## config.mk

```make
export PLATFORM = sky130hd
export DESIGN_NAME = keccak_adapter
export DESIGN_NICKNAME = d
export VERILOG_FILES = /design/src/source/frodo_pkg.sv /design/src/source/adapter_pkg.sv /design/src/source/cmd_fifo.sv /design/src/source/cdf_sampler_lane.sv /design/src/source/absorb_formatter.sv /design/src/source/squeeze_sampler.sv /design/src/source/keccak_adapter.sv
export SDC_FILE = /design/constraint.sdc
export NUM_CORES = 1
export LEC_CHECK = 0
export ABC_AREA = 1
export BUFFER_PORTS_ARGS = -buffer_cell sky130_fd_sc_hd__buf_4
export CAP_MARGIN = 20
export CORE_MARGIN = 1.5
export CORE_UTILIZATION = 55
export CTS_CLUSTER_DIAMETER = 50
export DETAILED_ROUTE_END_ITERATION = 12
export PLACE_DENSITY_LB_ADDON = 0.3
export SLEW_MARGIN = 20
export SYNTH_ARGS = -nofsm -noshare
export SYNTH_HDL_FRONTEND = slang
export SYNTH_SLANG_ARGS = --single-unit
```

## constraint.sdc

```tcl
create_clock -name clk -period 15.6 [get_ports clk]
set_input_delay 3.12 -clock clk [delete_from_list [all_inputs] [get_ports clk]]
set_output_delay 3.12 -clock clk [all_outputs]
set_load 0.02 [all_outputs]
```

## src/source/frodo_pkg.sv

```systemverilog
// Frodo sampler definitions: lane geometry, table select and CDF thresholds for the lanes
package frodo_pkg;

  localparam int LANE_W = 16;
  localparam int LANES  = 4;

  typedef enum logic [1:0] {
    MODE_F640  = 2'd0,
    MODE_F976  = 2'd1,
    MODE_F1344 = 2'd2
  } sample_mode_e;

  localparam logic [14:0] CDF_F640 [12] = '{
    15'd4643, 15'd13363, 15'd20579, 15'd25843, 15'd29227, 15'd31145,
    15'd32103, 15'd32525, 15'd32689, 15'd32745, 15'd32762, 15'd32766
  };
  localparam logic [14:0] CDF_F976 [10] = '{
    15'd5638, 15'd15915, 15'd23689, 15'd28571, 15'd31116,
    15'd32217, 15'd32613, 15'd32731, 15'd32760, 15'd32766
  };
  localparam logic [14:0] CDF_F1344 [6] = '{
    15'd9142, 15'd23462, 15'd30338, 15'd32361, 15'd32725, 15'd32765
  };

  // past the table end every value is covered
  function automatic logic [14:0] cdf_threshold(input sample_mode_e mode,
                                                input logic [3:0] idx);
    logic [14:0] t;
    t = '1;
    case (mode)
      MODE_F640:  if (idx < 4'd12) t = CDF_F640[idx];
      MODE_F976:  if (idx < 4'd10) t = CDF_F976[idx];
      MODE_F1344: if (idx < 4'd6) t = CDF_F1344[idx[2:0]];
      default:    t = '1;
    endcase
    return t;
  endfunction

endpackage

```

## src/source/adapter_pkg.sv

```systemverilog
// Stream and command formats shared by the absorb and squeeze stages of the adapter
package adapter_pkg;

  localparam int WORD_W = 64;

  typedef enum logic [1:0] {
    OP_SEND_BYTE  = 2'd0,
    OP_SEND_ZEROS = 2'd1,
    OP_FORWARD    = 2'd2
  } absorb_op_e;

  typedef struct packed {
    logic [7:0] byte_val;  // byte, or zero-word count minus one
    logic       skip_last;
    absorb_op_e op;
  } absorb_cmd_t;

  typedef struct packed {
    logic skip_last;
    logic sample;  // run words through the CDF lanes
  } squeeze_cmd_t;

  typedef struct packed {
    logic [WORD_W-1:0] data;
    logic              last;
  } host_beat_t;

  typedef struct packed {
    logic [WORD_W-1:0] data;
    logic              single_byte;
    logic              last;
  } core_beat_t;

endpackage

```

## src/source/cmd_fifo.sv

```systemverilog
// Small circular command buffer that presents its head entry to a stage controller
`timescale 1ns/1ps

module cmd_fifo #(
  parameter int WIDTH = 8,
  parameter int DEPTH = 4
) (
  input  logic             clk,
  input  logic             i_rst_n,
  input  logic [WIDTH-1:0] i_data,
  input  logic             i_valid,
  output logic             o_ready,
  output logic [WIDTH-1:0] o_data,
  output logic             o_has_any,
  input  logic             i_consume
);
  localparam int PTR_W = (DEPTH > 1) ? $clog2(DEPTH) : 1;
  localparam int CNT_W = $clog2(DEPTH + 1);

  logic [WIDTH-1:0] mem [DEPTH];
  logic [PTR_W-1:0] wr_ptr;
  logic [PTR_W-1:0] rd_ptr;
  logic [CNT_W-1:0] count;
  logic             push;
  logic             pop;

  // wraps at DEPTH, which need not be a power of two
  function automatic logic [PTR_W-1:0] ptr_inc(input logic [PTR_W-1:0] p);
    return (p == PTR_W'(DEPTH - 1)) ? '0 : p + 1'b1;
  endfunction

  assign o_ready   = (count != CNT_W'(DEPTH));
  assign o_has_any = (count != '0);
  assign o_data    = mem[rd_ptr];
  assign push      = i_valid & o_ready;
  assign pop       = i_consume & o_has_any;

  always_ff @(posedge clk) begin
    if (push) mem[wr_ptr] <= i_data;
  end

  always_ff @(posedge clk or negedge i_rst_n) begin
    if (!i_rst_n) begin
      wr_ptr <= '0;
      rd_ptr <= '0;
      count  <= '0;
    end else begin
      if (push) wr_ptr <= ptr_inc(wr_ptr);
      if (pop) rd_ptr <= ptr_inc(rd_ptr);
      case ({push, pop})
        2'b10:   count <= count + 1'b1;
        2'b01:   count <= count - 1'b1;
        default: count <= count;  // idle or push with pop
      endcase
    end
  end

endmodule

```

## src/source/cdf_sampler_lane.sv

```systemverilog
// One sampling lane: maps a 16-bit uniform value to a signed Frodo error sample
`timescale 1ns/1ps

module cdf_sampler_lane (
  input  frodo_pkg::sample_mode_e        i_mode,
  input  logic [frodo_pkg::LANE_W-1:0]   i_word,
  output logic [frodo_pkg::LANE_W-1:0]   o_sample
);
  import frodo_pkg::*;

  localparam int MAX_LEN = 12;  // longest table

  logic [LANE_W-2:0] val;
  logic              neg;
  logic [3:0]        mag;

  assign val = i_word[LANE_W-1:1];
  assign neg = i_word[0];

  // descending scan so the lowest matching index wins
  always_comb begin
    mag = 4'(MAX_LEN);
    for (int i = MAX_LEN - 1; i >= 0; i--) begin
      if (val <= cdf_threshold(i_mode, 4'(i))) begin
        mag = 4'(i);
      end
    end
  end

  // negative zero folds to zero
  assign o_sample = neg ? -LANE_W'(mag) : LANE_W'(mag);

endmodule

```

## src/source/absorb_formatter.sv

```systemverilog
// Absorb stage: turns queued byte, zero-run and forward commands into core input beats
`timescale 1ns/1ps

module absorb_formatter #(
  parameter int CMD_DEPTH = 4
) (
  input  logic                     clk,
  input  logic                     i_rst_n,
  input  adapter_pkg::absorb_cmd_t i_cmd,
  input  logic                     i_cmd_valid,
  output logic                     o_cmd_ready,
  input  adapter_pkg::host_beat_t  i_host_beat,
  input  logic                     i_host_valid,
  output logic                     o_host_ready,
  output adapter_pkg::core_beat_t  o_core_beat,
  output logic                     o_core_valid,
  input  logic                     i_core_ready
);
  import adapter_pkg::*;

  absorb_cmd_t head;
  logic        head_valid;
  logic        consume;
  logic        is_byte;
  logic        is_zeros;
  logic        is_fwd;
  logic        zero_busy;
  logic [7:0]  zero_left;
  logic [7:0]  zero_remain;
  logic        zero_final;
  logic        cmd_final;
  logic        core_xfer;

  cmd_fifo #(
    .WIDTH($bits(absorb_cmd_t)),
    .DEPTH(CMD_DEPTH)
  ) u_cmd_fifo (
    .clk       (clk),
    .i_rst_n   (i_rst_n),
    .i_data    (i_cmd),
    .i_valid   (i_cmd_valid),
    .o_ready   (o_cmd_ready),
    .o_data    (head),
    .o_has_any (head_valid),
    .i_consume (consume)
  );

  assign is_byte  = head_valid & (head.op == OP_SEND_BYTE);
  assign is_zeros = head_valid & (head.op == OP_SEND_ZEROS);
  assign is_fwd   = head_valid & (head.op == OP_FORWARD);

  // beats still owed after the current one
  assign zero_remain = zero_busy ? zero_left : head.byte_val;
  assign zero_final  = (zero_remain == '0);

  assign o_core_valid = is_byte | is_zeros | (is_fwd & i_host_valid);
  assign o_host_ready = is_fwd & i_core_ready;
  assign core_xfer    = o_core_valid & i_core_ready;

  assign cmd_final = is_byte | (is_zeros & zero_final) | (is_fwd & i_host_beat.last);
  assign consume   = core_xfer & cmd_final;

  always_comb begin
    o_core_beat.data        = '0;  // zero run
    if (is_byte) begin
      o_core_beat.data = {{(WORD_W - 8){1'b0}}, head.byte_val};
    end else if (is_fwd) begin
      o_core_beat.data = i_host_beat.data;
    end
    o_core_beat.single_byte = is_byte;
    o_core_beat.last        = cmd_final & ~head.skip_last;
  end

  always_ff @(posedge clk or negedge i_rst_n) begin
    if (!i_rst_n) begin
      zero_busy <= 1'b0;
      zero_left <= '0;
    end else if (is_zeros && core_xfer) begin
      if (zero_final) begin
        zero_busy <= 1'b0;
      end else begin
        zero_busy <= 1'b1;
        zero_left <= zero_remain - 1'b1;
      end
    end
  end

endmodule

```

## src/source/squeeze_sampler.sv

```systemverilog
// Squeeze stage: forwards core output words to the host, raw or through four CDF lanes
`timescale 1ns/1ps

module squeeze_sampler #(
  parameter int CMD_DEPTH = 3
) (
  input  logic                             clk,
  input  logic                             i_rst_n,
  input  adapter_pkg::squeeze_cmd_t        i_cmd,
  input  logic                             i_cmd_valid,
  output logic                             o_cmd_ready,
  input  frodo_pkg::sample_mode_e          i_mode,
  input  logic [adapter_pkg::WORD_W-1:0]   i_core_data,
  input  logic                             i_core_valid,
  output logic                             o_core_ready,
  output logic                             o_core_last,
  output logic [adapter_pkg::WORD_W-1:0]   o_host_data,
  output logic                             o_host_valid,
  input  logic                             i_host_ready,
  input  logic                             i_host_last
);
  import adapter_pkg::*;
  import frodo_pkg::*;

  squeeze_cmd_t      head;
  logic              head_valid;
  logic              done;
  logic [WORD_W-1:0] sampled;

  cmd_fifo #(
    .WIDTH($bits(squeeze_cmd_t)),
    .DEPTH(CMD_DEPTH)
  ) u_cmd_fifo (
    .clk       (clk),
    .i_rst_n   (i_rst_n),
    .i_data    (i_cmd),
    .i_valid   (i_cmd_valid),
    .o_ready   (o_cmd_ready),
    .o_data    (head),
    .o_has_any (head_valid),
    .i_consume (done)
  );

  for (genvar g = 0; g < LANES; g++) begin : g_lane
    cdf_sampler_lane u_lane (
      .i_mode   (i_mode),
      .i_word   (i_core_data[g*LANE_W +: LANE_W]),
      .o_sample (sampled[g*LANE_W +: LANE_W])
    );
  end

  assign o_host_valid = head_valid & i_core_valid;
  assign o_core_ready = head_valid & i_host_ready;
  assign o_host_data  = head.sample ? sampled : i_core_data;

  assign done        = o_host_valid & i_host_ready & i_host_last;  // host ends the command
  assign o_core_last = done & ~head.skip_last;

endmodule

```

## src/source/keccak_adapter.sv

```systemverilog
// Top level of the Keccak adapter: absorb and squeeze stages around an external core
`timescale 1ns/1ps

module keccak_adapter #(
  parameter int ABSORB_CMD_DEPTH  = 4,
  parameter int SQUEEZE_CMD_DEPTH = 3
) (
  input  logic                             clk,
  input  logic                             i_rst_n,
  input  frodo_pkg::sample_mode_e          i_mode,
  // command queues
  input  adapter_pkg::absorb_cmd_t         i_absorb_cmd,
  input  logic                             i_absorb_cmd_valid,
  output logic                             o_absorb_cmd_ready,
  input  adapter_pkg::squeeze_cmd_t        i_squeeze_cmd,
  input  logic                             i_squeeze_cmd_valid,
  output logic                             o_squeeze_cmd_ready,
  // host to core
  input  adapter_pkg::host_beat_t          i_host_beat,
  input  logic                             i_host_valid,
  output logic                             o_host_ready,
  output adapter_pkg::core_beat_t          o_core_in_beat,
  output logic                             o_core_in_valid,
  input  logic                             i_core_in_ready,
  // core to host
  input  logic [adapter_pkg::WORD_W-1:0]   i_core_out_data,
  input  logic                             i_core_out_valid,
  output logic                             o_core_out_ready,
  output logic                             o_core_out_last,
  output logic [adapter_pkg::WORD_W-1:0]   o_host_data,
  output logic                             o_host_valid,
  input  logic                             i_host_ready,
  input  logic                             i_host_last
);

  absorb_formatter #(
    .CMD_DEPTH(ABSORB_CMD_DEPTH)
  ) u_absorb (
    .clk          (clk),
    .i_rst_n      (i_rst_n),
    .i_cmd        (i_absorb_cmd),
    .i_cmd_valid  (i_absorb_cmd_valid),
    .o_cmd_ready  (o_absorb_cmd_ready),
    .i_host_beat  (i_host_beat),
    .i_host_valid (i_host_valid),
    .o_host_ready (o_host_ready),
    .o_core_beat  (o_core_in_beat),
    .o_core_valid (o_core_in_valid),
    .i_core_ready (i_core_in_ready)
  );

  squeeze_sampler #(
    .CMD_DEPTH(SQUEEZE_CMD_DEPTH)
  ) u_squeeze (
    .clk          (clk),
    .i_rst_n      (i_rst_n),
    .i_cmd        (i_squeeze_cmd),
    .i_cmd_valid  (i_squeeze_cmd_valid),
    .o_cmd_ready  (o_squeeze_cmd_ready),
    .i_mode       (i_mode),
    .i_core_data  (i_core_out_data),
    .i_core_valid (i_core_out_valid),
    .o_core_ready (o_core_out_ready),
    .o_core_last  (o_core_out_last),
    .o_host_data  (o_host_data),
    .o_host_valid (o_host_valid),
    .i_host_ready (i_host_ready),
    .i_host_last  (i_host_last)
  );

endmodule

```

==> flow_metrics.env <==
export IMPL_path_cells="buf_4, inv_1, ha_2, or2_2, ha_1, nand2_1, o21bai_1, a21oi_1, or2_2, nand2_1, nand2_1, nor2_1, nand2_1, nand2_1, nand2_1, nand2_2, ha_1, inv_1, o21ai_2, o21ai_0, buf_4"
export IMPL_crit_path_end="o_host_data[22]"
export IMPL_maxCapViolCount=0
export IMPL_yosysSeqAreaShare=0.153
export IMPL_grt_ovfl_total=0
export IMPL_power_mw=1.80
export IMPL_netlist_area_sq_um=13400
export IMPL_synth_area_leaders="ha_1 (24%), nand2_1 (19%), edfxtp_1 (11%), inv_1 (7.6%), nor2_1 (6.3%)"
export IMPL_status="finished, final reports clean"
export IMPL_cts_inserted_buffers=9
export IMPL_drt_iter0_drc=1002
export IMPL_synthesis_nets=2550
export IMPL_startpoint="i_mode[0]"
export IMPL_clk_path_buf_depth=2
export IMPL_setup_tns_ns=0
export IMPL_hold_viol_final=0
export IMPL_required_ns=12.48
export IMPL_gp_congestion=1.01
export IMPL_async_flop_share=0.306
export IMPL_cp_start_kind="input port"
export IMPL_r2r_end="u_absorb.u_cmd_fifo.count[2]$_DFFE_PN0P_"
export IMPL_ant_nets=0
export IMPL_io_pins=290
export IMPL_synth_edf_count=50
export IMPL_worst_ep_arrival_time_ns=8.15
export IMPL_rrSetupSlack_ns=11.96
export IMPL_grt_max_degree=58
export IMPL_irDropWorstVdd_mv=0.151
export IMPL_synth_warnings=0
export IMPL_r2r_start="u_absorb.u_cmd_fifo.rd_ptr[0]$_DFFE_PN0P_"
export IMPL_cts_clk_slew_worst_paths_ns=0.06
export IMPL_skew_ns=0.00764
export IMPL_worstMarginPinSlew_ns=1.11
export IMPL_rows=56
export IMPL_finalSetupViolCount=0
export IMPL_reg2reg_depth=19
export IMPL_synth_top_area_share=0.241
export IMPL_cts_setup_buffers=0
export IMPL_cts_resized=0
export IMPL_drc=0
export IMPL_wirelength_microns=46800
export IMPL_cts_root_buf="clkbuf_16"
export IMPL_critPathMaxStageDelay_ns=1.11
export IMPL_fin_crit_sh=0.722
export IMPL_fin_nets=2826
export IMPL_avgRoutedWirePerCell_microns=17.1
export IMPL_grt_setup_unrepaired="no"
export IMPL_relSlewSlack=0.257
export IMPL_core_region_area_sq_um=23700
export IMPL_dieArea_sq_um=25300
export IMPL_p_leak_nw=8.77
export IMPL_drive_gt1_frac=0.158
export IMPL_vias=15703
export IMPL_hpwl_microns=36900
export IMPL_synthCells=2138
export IMPL_ys_ff_latch=72
export IMPL_n_antenna_cell=0
export IMPL_die_h_microns=159
export IMPL_min_from="u_absorb.zero_left[2]$_DFFE_PN0P_"
export IMPL_fin_crit_ns=11.27
export IMPL_cts_sinks=72
export IMPL_clk_insertion_delay_late_ns=0.33
export IMPL_syn_area_per_cell_sq_um=6.28
export IMPL_fmax_ghz=0.0887
export IMPL_crit_slowest_cell="ha_2"
export IMPL_avgViaCountPerCell=5.74
export IMPL_yosysTopAreaCell="ha_1"
export IMPL_grt_use_total=0.359
export IMPL_start_util=0.567
export IMPL_cpMostUsedCell="nand2_1"
export IMPL_synthFlopType="edfxtp_1"
export IMPL_powerDensity_nw_per_um2=112
export IMPL_grt_pass1_vias=15200
export IMPL_synth_distinct_cells=58
export IMPL_slew_viol_final=0
export IMPL_die_w_microns=159
export IMPL_hold_buffers=0
export IMPL_firstDrtPassIters=5
export IMPL_syn_to_final_growth_pct=20.1
export IMPL_htreeDepth=3
export IMPL_cts_tree="built"
export IMPL_grt_first_pass_wirelength_microns=74400
export IMPL_worstPathMaxFanout=42
export IMPL_criticalPathCategory="in2out"
export IMPL_antenna_found_initial=1
export IMPL_io_buffer_count=289
export IMPL_endpoint_kind="output pin"
export IMPL_hold_path_class="reg2reg"
## Yosys cell counts (3+ instances only)
library cell / number
o21ai_0: 104
a21oi_1: 136
o21bai_1: 13
a31o_2: 3
nor2_2: 6
nand3b_1: 5
a21o_1: 9
inv_1: 270
nor2_1: 224
a21oi_2: 4
nand2_2: 12
inv_2: 6
xnor2_1: 7
buf_6: 5
buf_4: 6
buf_8: 3
or2_2: 8
dfrtp_1: 22
buf_2: 7
o21ai_1: 7
nor3_1: 41
nand4_1: 54
and3_1: 3
nor4_1: 9
o21ai_2: 10
nor2_4: 3
o211ai_1: 8
clkbuf_1: 9
o21a_1: 8
nand2_1: 663
xor2_1: 3
nand3_1: 121
ha_1: 258
o22a_1: 3
nor3b_1: 4
edfxtp_1: 50
nand3_2: 4
or3_1: 4
## kinds of logic after synthesis
| kind of cell | Yosys count | synth area share |
|---|---|---|
| xor+xnor | 10 | 0.00653 |
| compound gates | 319 | 0.136 |
| flops | 72 | 0.153 |
| fa+ha+maj | 259 | 0.242 |
| simple gates | 1167 | 0.368 |
| buf+inv | 311 | 0.0952 |
## layer usage
layer | part of all wire | global-route usage | up-vias
li1 | - | - | 7705
met1 | 0.38 | 0.400 | 6985
met2 | 0.48 | 0.650 | 839
met3 | 0.087 | 0.0583 | 172
met4 | 0.055 | 0.199 | 2
met5 | 0.00028 | 0 | -
## power by group
part / switching, mW / internal (mW) / total [mW]
clock network: 0.0830 / 0.109 / 0.192
registers: 0.0328 / 0.261 / 0.294
logic: 0.849 / 0.465 / 1.31
## worst min-delay path by stage
stage | to | slack [ns] | cells past startpoint
after global placement | u_absorb.zero_left[2]$_DFFE_PN0P_ | 0.45 | 2
after global routing | u_absorb.zero_left[2]$_DFFE_PN0P_ | 0.50 | 2
final | u_absorb.zero_left[2]$_DFFE_PN0P_ | 0.48 | 2
after CTS | u_absorb.zero_left[2]$_DFFE_PN0P_ | 0.48 | 2
after detailed placement | u_absorb.zero_left[2]$_DFFE_PN0P_ | 0.47 | 2
after floorplan | u_absorb.zero_left[2]$_DFFE_PN0P_ | 0.44 | 2
## critical path: cells and delay by family
kind | cells | cell delay, ns
buffers and inverters | 4 | 1.18
adder cells (fa/ha/maj) | 3 | 1.50
AND/OR/NAND/NOR | 10 | 1.51
AO/OA/AOI/OAI | 4 | 0.80
## registers in the layout, summed over array words and instances, names as in the netlist
| name | flops |
|---|---|
| u_absorb.u_cmd_fifo.wr_ptr | 2 |
| u_absorb.u_cmd_fifo.rd_ptr | 2 |
| u_squeeze.u_cmd_fifo.count | 2 |
| u_squeeze.u_cmd_fifo.mem | 6 |
| u_absorb.u_cmd_fifo.mem | 44 |
| u_absorb.zero_left | 8 |
| u_squeeze.u_cmd_fifo.rd_ptr | 2 |
| u_absorb.zero_busy | 1 |
| u_absorb.u_cmd_fifo.count | 3 |
| u_squeeze.u_cmd_fifo.wr_ptr | 2 |
## area by class of cell
type,instances,area [sq um]
Clock inverter,7,53.8
Tap cell,319,399
Fill cell,2139,7560
Multi-Input combinational cell,1755,10100
Inverter,280,1060
Clock buffer,9,225
Timing Repair Buffer,296,2220
Sequential cell,72,2050
## layout by cell type, fill, tap and decap left out, types with 22 or more instances in the layout
cell type  instances
o21ai_0          104
ha_1             257
buf_4            296
nand2_1          663
nor3_1            41
nand3_1          121
nor2_1           220
a21oi_1          136
inv_1            270
dfrtp_1           22
edfxtp_1          50
nand4_1           54
## per-stage QoR
step | setup slack [ns] | area, sq um | utilization | hold slack [ns] | cells
global placement | 4.60 | 15800 | 0.669 | 0.452 | 2722
CTS | 4.46 | 16100 | 0.680 | 0.484 | 2738
floorplan | 4.90 | 13400 | - | 0.437 | 2138
global route | 3.96 | 16100 | 0.681 | 0.504 | 2738
detailed placement | 4.46 | 15800 | 0.669 | 0.469 | 2722
finish | 4.33 | 16100 | 0.681 | 0.478 | 2738
No activity file was read; power rests on OpenSTA's default activity.
